### src/verilog/huff_len_macros.svh
`ifndef HUFF_LEN_MACROS_SVH
`define HUFF_LEN_MACROS_SVH

// tree node index, leaves 0..255 and inner nodes 256..511
`define HL_NODE_W	9

// leaves in one tree
`define HL_SYM_NUM	256

// index into the length counters
`define HL_LEN_W	4

// longest code allowed after limiting (RFC 1951)
`define HL_MAX_BITS	15

// width of one length count and of the overflow register
`define HL_CNT_W	9

`endif
### src/verilog/huff_len_pkg.sv
`default_nettype none

package huff_len_pkg;

	// tree tracer FSM
	typedef enum logic [2:0] {
		TR_IDLE,
		TR_READ_LEAF,
		TR_WALK,
		TR_NEXT_LEAF,
		TR_DONE
	} trace_state_t;

	// length limiter FSM
	typedef enum logic [2:0] {
		LIM_IDLE,
		LIM_TRACING,
		LIM_SCAN,
		LIM_ADJUST,
		LIM_DONE
	} limit_state_t;

	// update applied to the length counters by the limiter
	typedef enum logic [1:0] {
		ADJ_NONE,
		ADJ_INCR,
		ADJ_SPLIT
	} adjust_op_t;

endpackage

`default_nettype wire

### src/verilog/huff_len_top.sv
`timescale 1ns/100ps
`default_nettype none
`include "huff_len_macros.svh"

module huff_len_top
(
	input  logic                   clk,
	input  logic                   rstN,
	input  logic                   start,
	output logic                   done,
	output logic                   tree_rd,
	output logic [`HL_NODE_W-1:0]  tree_addr,
	input  logic [`HL_NODE_W-1:0]  tree_parent,
	input  logic [`HL_LEN_W-1:0]   rd_addr,
	output logic [`HL_CNT_W-1:0]   rd_count
);

	import huff_len_pkg::*;

	// tracer results
	logic                  len_valid;
	logic [`HL_LEN_W-1:0]  len_idx;
	logic                  len_over;
	logic                  trace_done;

	// limiter to counters
	adjust_op_t            adj_op;
	logic [`HL_LEN_W-1:0]  adj_idx;
	logic [`HL_LEN_W-1:0]  scan_idx;
	logic [`HL_CNT_W-1:0]  scan_count;

	tree_tracer u_tracer
	(
		.clk         (clk),
		.rstN        (rstN),
		.start       (start),
		.tree_rd     (tree_rd),
		.tree_addr   (tree_addr),
		.tree_parent (tree_parent),
		.len_valid   (len_valid),
		.len_idx     (len_idx),
		.len_over    (len_over),
		.trace_done  (trace_done)
	);

	bl_count_array u_count
	(
		.clk        (clk),
		.rstN       (rstN),
		.start      (start),
		.len_valid  (len_valid),
		.len_idx    (len_idx),
		.adj_op     (adj_op),
		.adj_idx    (adj_idx),
		.scan_idx   (scan_idx),
		.rd_addr    (rd_addr),
		.scan_count (scan_count),
		.rd_count   (rd_count)
	);

	length_limiter u_limiter
	(
		.clk        (clk),
		.rstN       (rstN),
		.start      (start),
		.trace_done (trace_done),
		.len_valid  (len_valid),
		.len_over   (len_over),
		.scan_count (scan_count),
		.adj_op     (adj_op),
		.adj_idx    (adj_idx),
		.scan_idx   (scan_idx),
		.done       (done)
	);

endmodule

`default_nettype wire

### src/verilog/length_limiter.sv
`timescale 1ns/100ps
`default_nettype none
`include "huff_len_macros.svh"

module length_limiter
(
	input  logic                     clk,
	input  logic                     rstN,
	input  logic                     start,
	input  logic                     trace_done,
	input  logic                     len_valid,
	input  logic                     len_over,
	input  logic [`HL_CNT_W-1:0]     scan_count,
	output huff_len_pkg::adjust_op_t adj_op,
	output logic [`HL_LEN_W-1:0]     adj_idx,
	output logic [`HL_LEN_W-1:0]     scan_idx,
	output logic                     done
);

	import huff_len_pkg::*;

	localparam logic [`HL_LEN_W-1:0] SCAN_TOP = `HL_MAX_BITS - 1;
	localparam logic [`HL_LEN_W-1:0] SCAN_LOW = 1;
	localparam logic [`HL_CNT_W-1:0] OVF_ONE  = 1;
	localparam logic [`HL_CNT_W-1:0] OVF_TWO  = 2;

	limit_state_t          state;
	// leaves whose true depth went past the limit
	logic [`HL_CNT_W-1:0]  overflow;
	logic [`HL_CNT_W-1:0]  overflow_dec;

	// each repair step settles two overflowed leaves
	assign overflow_dec = (overflow > OVF_TWO) ? overflow - OVF_TWO : '0;

	////////////////////////////////////////////////////////////////////////////
	// overflow count and repair loop
	////////////////////////////////////////////////////////////////////////////

	always_ff @(posedge clk or negedge rstN)
	begin
		if (!rstN)
		begin
			state    <= LIM_IDLE;
			overflow <= '0;
			scan_idx <= SCAN_TOP;
		end
		else
		begin
			case (state)
				LIM_IDLE, LIM_DONE:
				begin
					if (start)
					begin
						state    <= LIM_TRACING;
						overflow <= '0;
					end
				end
				LIM_TRACING:
				begin
					if (len_valid && len_over)
						overflow <= overflow + OVF_ONE;
					if (trace_done)
					begin
						scan_idx <= SCAN_TOP;
						state    <= (overflow != '0) ? LIM_SCAN : LIM_DONE;
					end
				end
				LIM_SCAN:
				begin
					// look for the longest length below the limit still in use
					if (scan_count != '0)
						state <= LIM_ADJUST;
					else if (scan_idx == SCAN_LOW)
						state <= LIM_DONE;
					else
						scan_idx <= scan_idx - 1'b1;
				end
				LIM_ADJUST:
				begin
					overflow <= overflow_dec;
					scan_idx <= SCAN_TOP;
					state    <= (overflow_dec != '0) ? LIM_SCAN : LIM_DONE;
				end
				default:
				begin
					state <= LIM_IDLE;
				end
			endcase
		end
	end

	////////////////////////////////////////////////////////////////////////////
	// outputs
	////////////////////////////////////////////////////////////////////////////

	// split is applied in the counter array on the ADJUST cycle
	assign adj_op  = (state == LIM_ADJUST) ? ADJ_SPLIT : ADJ_NONE;
	assign adj_idx = scan_idx;

	// readout is valid while done is high
	assign done = (state == LIM_DONE);

endmodule

`default_nettype wire

### src/verilog/bl_count_array.sv
`timescale 1ns/100ps
`default_nettype none
`include "huff_len_macros.svh"

module bl_count_array
(
	input  logic                     clk,
	input  logic                     rstN,
	input  logic                     start,
	input  logic                     len_valid,
	input  logic [`HL_LEN_W-1:0]     len_idx,
	input  huff_len_pkg::adjust_op_t adj_op,
	input  logic [`HL_LEN_W-1:0]     adj_idx,
	input  logic [`HL_LEN_W-1:0]     scan_idx,
	input  logic [`HL_LEN_W-1:0]     rd_addr,
	output logic [`HL_CNT_W-1:0]     scan_count,
	output logic [`HL_CNT_W-1:0]     rd_count
);

	import huff_len_pkg::*;

	localparam logic [`HL_LEN_W-1:0] LEN_MAX = `HL_MAX_BITS;
	localparam logic [`HL_CNT_W-1:0] CNT_ONE = 1;
	localparam logic [`HL_CNT_W-1:0] CNT_TWO = 2;

	// bl_count[1..15], entry 0 stays zero
	logic [`HL_CNT_W-1:0]  cnt [0:`HL_MAX_BITS];
	logic [`HL_LEN_W-1:0]  adj_nxt;

	assign adj_nxt = adj_idx + 1'b1;

	always_ff @(posedge clk or negedge rstN)
	begin
		if (!rstN)
		begin
			for (int i = 0; i <= `HL_MAX_BITS; i++)
				cnt[i] <= '0;
		end
		else if (start)
		begin
			for (int i = 0; i <= `HL_MAX_BITS; i++)
				cnt[i] <= '0;
		end
		else if (len_valid)
		begin
			cnt[len_idx] <= cnt[len_idx] + CNT_ONE;
		end
		else if (adj_op == ADJ_INCR)
		begin
			cnt[adj_idx] <= cnt[adj_idx] + CNT_ONE;
		end
		else if (adj_op == ADJ_SPLIT)
		begin
			// one leaf moves down a level, taking a leaf from the longest length as sibling
			cnt[adj_idx] <= cnt[adj_idx] - CNT_ONE;
			if (adj_nxt == LEN_MAX)
			begin
				cnt[LEN_MAX] <= cnt[LEN_MAX] + CNT_ONE;
			end
			else
			begin
				cnt[adj_nxt] <= cnt[adj_nxt] + CNT_TWO;
				cnt[LEN_MAX] <= cnt[LEN_MAX] - CNT_ONE;
			end
		end
	end

	// scan port for the limiter
	assign scan_count = cnt[scan_idx];

	always_ff @(posedge clk)
	begin
		rd_count <= cnt[rd_addr];
	end

endmodule

`default_nettype wire

### src/verilog/tree_tracer.sv
`timescale 1ns/100ps
`default_nettype none
`include "huff_len_macros.svh"

module tree_tracer
(
	input  logic                   clk,
	input  logic                   rstN,
	input  logic                   start,
	output logic                   tree_rd,
	output logic [`HL_NODE_W-1:0]  tree_addr,
	input  logic [`HL_NODE_W-1:0]  tree_parent,
	output logic                   len_valid,
	output logic [`HL_LEN_W-1:0]   len_idx,
	output logic                   len_over,
	output logic                   trace_done
);

	import huff_len_pkg::*;

	localparam logic [`HL_NODE_W-1:0] LAST_LEAF = `HL_SYM_NUM - 1;
	localparam logic [4:0]            DEPTH_MAX = `HL_MAX_BITS;
	localparam logic [4:0]            DEPTH_SAT = `HL_MAX_BITS + 1;

	trace_state_t             state;
	trace_state_t             state_nxt;
	logic [`HL_NODE_W-1:0]    leaf_cnt;
	// depth so far, stops counting at 16
	logic [4:0]               depth;
	logic                     parent_zero;
	logic                     last_leaf;

	assign parent_zero = (tree_parent == '0);
	assign last_leaf   = (leaf_cnt == LAST_LEAF);

	////////////////////////////////////////////////////////////////////////////
	// tree RAM access and length report
	////////////////////////////////////////////////////////////////////////////

	always_comb
	begin
		tree_rd   = 1'b0;
		tree_addr = leaf_cnt;
		case (state)
			TR_READ_LEAF, TR_NEXT_LEAF:
			begin
				tree_rd = 1'b1;
			end
			TR_WALK:
			begin
				// follow the parent unless the root was reached
				tree_rd   = !parent_zero;
				tree_addr = tree_parent;
			end
			default:
			begin
				tree_rd = 1'b0;
			end
		endcase
	end

	// depth 0 at the end of a walk means the leaf itself had no parent
	assign len_valid  = (state == TR_WALK) && parent_zero && (depth != '0);
	assign len_over   = len_valid && (depth > DEPTH_MAX);
	assign len_idx    = (depth > DEPTH_MAX) ? DEPTH_MAX[`HL_LEN_W-1:0] : depth[`HL_LEN_W-1:0];
	assign trace_done = (state == TR_DONE);

	////////////////////////////////////////////////////////////////////////////
	// FSM
	////////////////////////////////////////////////////////////////////////////

	always_comb
	begin
		state_nxt = state;
		case (state)
			TR_IDLE:
			begin
				if (start)
					state_nxt = TR_READ_LEAF;
			end
			TR_READ_LEAF, TR_NEXT_LEAF:
			begin
				state_nxt = TR_WALK;
			end
			TR_WALK:
			begin
				if (parent_zero)
					state_nxt = last_leaf ? TR_DONE : TR_NEXT_LEAF;
			end
			default:
			begin
				state_nxt = TR_IDLE;
			end
		endcase
	end

	always_ff @(posedge clk or negedge rstN)
	begin
		if (!rstN)
		begin
			state    <= TR_IDLE;
			leaf_cnt <= '0;
			depth    <= '0;
		end
		else
		begin
			state <= state_nxt;
			if (state == TR_IDLE && start)
			begin
				leaf_cnt <= '0;
				depth    <= '0;
			end
			else if (state == TR_WALK)
			begin
				if (parent_zero)
				begin
					// next leaf starts from depth 0
					depth <= '0;
					if (!last_leaf)
						leaf_cnt <= leaf_cnt + 1'b1;
				end
				else if (depth != DEPTH_SAT)
				begin
					depth <= depth + 1'b1;
				end
			end
		end
	end

endmodule

`default_nettype wire

### config.mk
export PLATFORM = sky130hd
export DESIGN_NAME = huff_len_top
export DESIGN_NICKNAME = d
export VERILOG_FILES = /design/src/verilog/huff_len_pkg.sv /design/src/verilog/huff_len_top.sv /design/src/verilog/length_limiter.sv /design/src/verilog/bl_count_array.sv /design/src/verilog/tree_tracer.sv
export VERILOG_INCLUDE_DIRS = /design/src /design/src/verilog
export SDC_FILE = /design/constraint.sdc
export NUM_CORES = 1
export LEC_CHECK = 0
export BUFFER_PORTS_ARGS = -buffer_cell sky130_fd_sc_hd__buf_2
export CORE_ASPECT_RATIO = 1.1
export CORE_MARGIN = 5
export CORE_UTILIZATION = 59
export CTS_CLUSTER_SIZE = 12
export DETAILED_ROUTE_END_ITERATION = 12
export PLACE_DENSITY_LB_ADDON = 0.08
export SYNTH_ARGS = -nofsm -noshare
export SYNTH_HDL_FRONTEND = slang
export SYNTH_SLANG_ARGS = --single-unit
### constraint.sdc
create_clock -name clk -period 5 [get_ports clk]
set_clock_uncertainty 0.15 [all_clocks]
set_input_delay 0 -clock clk [delete_from_list [all_inputs] [get_ports clk]]
set_output_delay 0 -clock clk [all_outputs]
set_load 0.02 [all_outputs]
==> impl_results.md <==
* Worst hold margin at 0.0127 ns
* Area grow syn2layout at 6.48%
* Ys flop type: dfrtp_1
* DP HPWL at 56200 µm
* Pins Over Slew Limit at 0
* Height of the die at around 190 µm
* Largest net degree at the start of global routing at 92
* GR peak layer: met2
* Crit Path Class: reg -> reg
* # rows at 66
* Status: complete, no violations
* Core box area at 29500 µm²
* Logic pwr share at 72.3%
* Most common cell in the netlist: nand2_1
* Register area at 4620 µm²
* Pint at 0.00577 W
* Top post-synthesis cells by area: dfrtp_1 25%, mux4_2 15%, nand2_1 4.5%
* CTS max path bufs at 2
* Iter 0 DRT Violations at about 3300
* Buf+Inv Stages, Crit Path at 3
* Clk pin slew, worst setup/hold paths at 0.08 ns
* Slew headroom at 18.4%
* 1st-pass router iterations at 9
* Seq cells post-synth at around 190
* Peak supply drop at 0.623 mV
* Clock share of power at between 10% and 20%
* Sequential fraction of the synthesis area at 26.2%
* Yosys top cell area share at 24.8%
* Lkg Pwr at 7.16 nW
* TritonCTS clock tree: done
* Layout cell share with drive strength beyond 1 at 19.2%
* Die Wd at 175 µm
* Max Fclk at 209 MHz
* Multi-input gate area at roughly 12000 µm²
* Clk root buf: clkbuf_16
* Vias in the first global route at 17900
* Fill count at ~2500
* Syn_nets at 2012
* Met3 Track Usage GR at between 10% and 20%
* Post-synthesis cell type count at 94
* Post-synth EDFFs at 0
* Syn Inst Count at around 2000
* Initial Util at a little under 60%
* Switch Pwr at 0.00786 W
* Routed length per instance at 33.8 µm
* Final Critical Period at 4.78 ns
* Avg Vias per Cell at 8.16
* H-tree Lvls at 4
* Avg Inst Size Synth at 8.94 µm²
* Switching share of power at 57.7%
* Slew @ Worst Pin at 1.22 ns
* PwrDens at 728 nW/µm²
* RSZ-0062 raised after global routing: false
* Inserted Clock Buffers at 17
* Endpoint type of the worst setup path: flop
* Final Setup Violations at 0
* Met2 Resource Use GR at 70.4%
* Top delay family on crit path: simple AND/OR/NAND/NOR gates
* Final Hold Viols at 0
* Critical Path, Cell by Cell: buf_4 > inv_1 > ha_1 > or3b_1 > o21a_1 > nand2_1 > buf_4 > nor3_1 > nor2_1 > a21o_1 > a222oi_1 > o21ai_0
* Critical Path RT at a little over 5 ns
* Max-cap viol count at 0
* CP Launch Type: flop
* Worst-path fanout max at 48
* Post-synthesis instance area at 17600 µm²
* Drt drc at 0
* Yosys warnings at 0
* Power share of the sequential group at 16.4%
* CP dominant cell by count: buf_4
* # diodes at 0
* WL final at 78500 µm
* Leading area contributor after synthesis: dfrtp_1
* Setup bufs post-CTS at 0
* Met1 usage at 58.2%
* FFs w/ async S/R, synth at a little over nine tenths
* Crit path DAT at about 4.9 ns
* Min-Delay Path Class: in -> async
* Setup TNS at 0 ns
* Tot GR Track Use at between 40 and 50%
* Clk_lat worst skew at 0.48 ns
* Initial antenna violation count at 2
* Highest-delay cell along the critical path: nor3_1
* Via Count at 19000
* Count of input and output buffers at 35
* CTS hold repair buffers at 2
* Antenna viol nets, final at 0
* CTS sink cnt at about 190
* Die area at between 30000 and 40000 µm²
* Cell area after layout at 18700 µm²
* Nets at 1981
* Grt ovf at 0
* Routability cong. at approximately 1.1
* First-pass GRT wire length at 117000 µm
* Max incr delay on CP at 0.88 ns
* # IOs at 36
* Core Util, Final at 63.5%
* Placed Area at 18100 µm²
* Final cycle utilization of the critical path at 95.5%
* Resize count post-CTS at 0
* Most frequent cells after synthesis: 212 x nand2_1, 174 x dfrtp_1, 153 x nor2_1
## worst paths after layout
path / startpoint / to / slack (ns) / cells past startpoint
min in group clk: rd_addr[2] / u_count.rd_count[7] / 0.05 / 2
setup / recovery: u_tracer.depth[0] / u_count.cnt[116] / 0.22 / 12
hold reg to reg: u_tracer.leaf_cnt[5] / u_tracer.leaf_cnt[5] / 0.42 / 2
setup reg to reg: u_tracer.depth[0] / u_count.cnt[116] / 0.22 / 12
max in group asynchronous: rstN / u_count.cnt[6] / 3.41 / 3
hold / removal: rstN / u_count.cnt[136] / 0.01 / 2
## flip-flops by register name (all words and copies together) (netlist names)
register and cells:
u_limiter.overflow 9, u_limiter.adj_idx 4, u_count.rd_count 9, u_count.cnt 144, u_limiter.state 3, u_tracer.leaf_cnt 9, u_tracer.state 3, u_tracer.depth 5
## logic make-up (layout without fill, tap and decap cells)
family,Yosys count,after routing,synth area share (%)
and+or+nand+nor,669,669,18.6
AOI/OAI and AO/OA,652,652,26.0
buffers and inverters,214,196,5.99
DFF,186,186,26.2
muxes,177,177,18.7
xor gates and xnor gates,42,42,2.45
adders and majority gates,28,28,2.03
## stage by stage
step	power (W)	cells	setup slack, ns
6_report	0.0136	2324	0.223
5_1_grt	0.0139	2324	0.157
4_1_cts	0.0130	2324	0.583
3_5_place_dp	0.0115	2290	0.612
3_3_place_gp	0.0113	2290	0.577
2_1_floorplan	0.00828	1968	0.873
## power by group through the flow
stage / registers [W] / logic [W] / clock network, W
after CTS: 0.00220 / 0.00928 / 0.00153
after global placement: 0.00221 / 0.00912 / 0
after global routing: 0.00226 / 0.0101 / 0.00160
final: 0.00224 / 0.00985 / 0.00154
after floorplan: 0.00203 / 0.00625 / 0
after detailed placement: 0.00222 / 0.00925 / 0
## cell usage in the layout (no fill, tap or decap), types with 10 or more instances in the layout
cell       count
inv_1         35
and2_1        22
o22ai_1       14
xnor2_1       18
a21o_1        10
mux4_2       115
a31oi_1       38
o221ai_1      22
or2_2         10
o21ai_0      138
ha_1          26
clkbuf_16     17
o21ai_1       12
a21oi_1      106
nor3_1        66
dfrtp_1      172
o211ai_1      45
mux2i_1       38
xor2_1        16
nand2_1      212
nor4_1        16
and3_1        30
a221oi_1      15
a32oi_1       15
o31ai_1       18
a22oi_1       76
o32ai_1       13
a211oi_1      29
nand3_1       52
mux2_2        17
or3_1         23
buf_4         90
nor2_1       152
buf_2         34
a222oi_1      24
nor2b_1       28
nand2b_1      11
## cell type report
cell class                 count  area share (%)
clock inverter                13            1.01
tap                          374            2.50
sequential                   186            24.7
multi-input combinational   1568            63.8
timing repair buffer         129            4.91
inverter                      35           0.702
clock buffer                  19            2.37
## routing by layer
| layer | up-vias | share of wire [%] |
|---|---|---|
| li1 | 7582 | - |
| met1 | 8989 | 33 |
| met2 | 1911 | 43 |
| met3 | 493 | 15 |
| met4 | 0 | 8.8 |
| met5 | - | 0 |
Note: power is estimated with default switching activity, not from simulation.
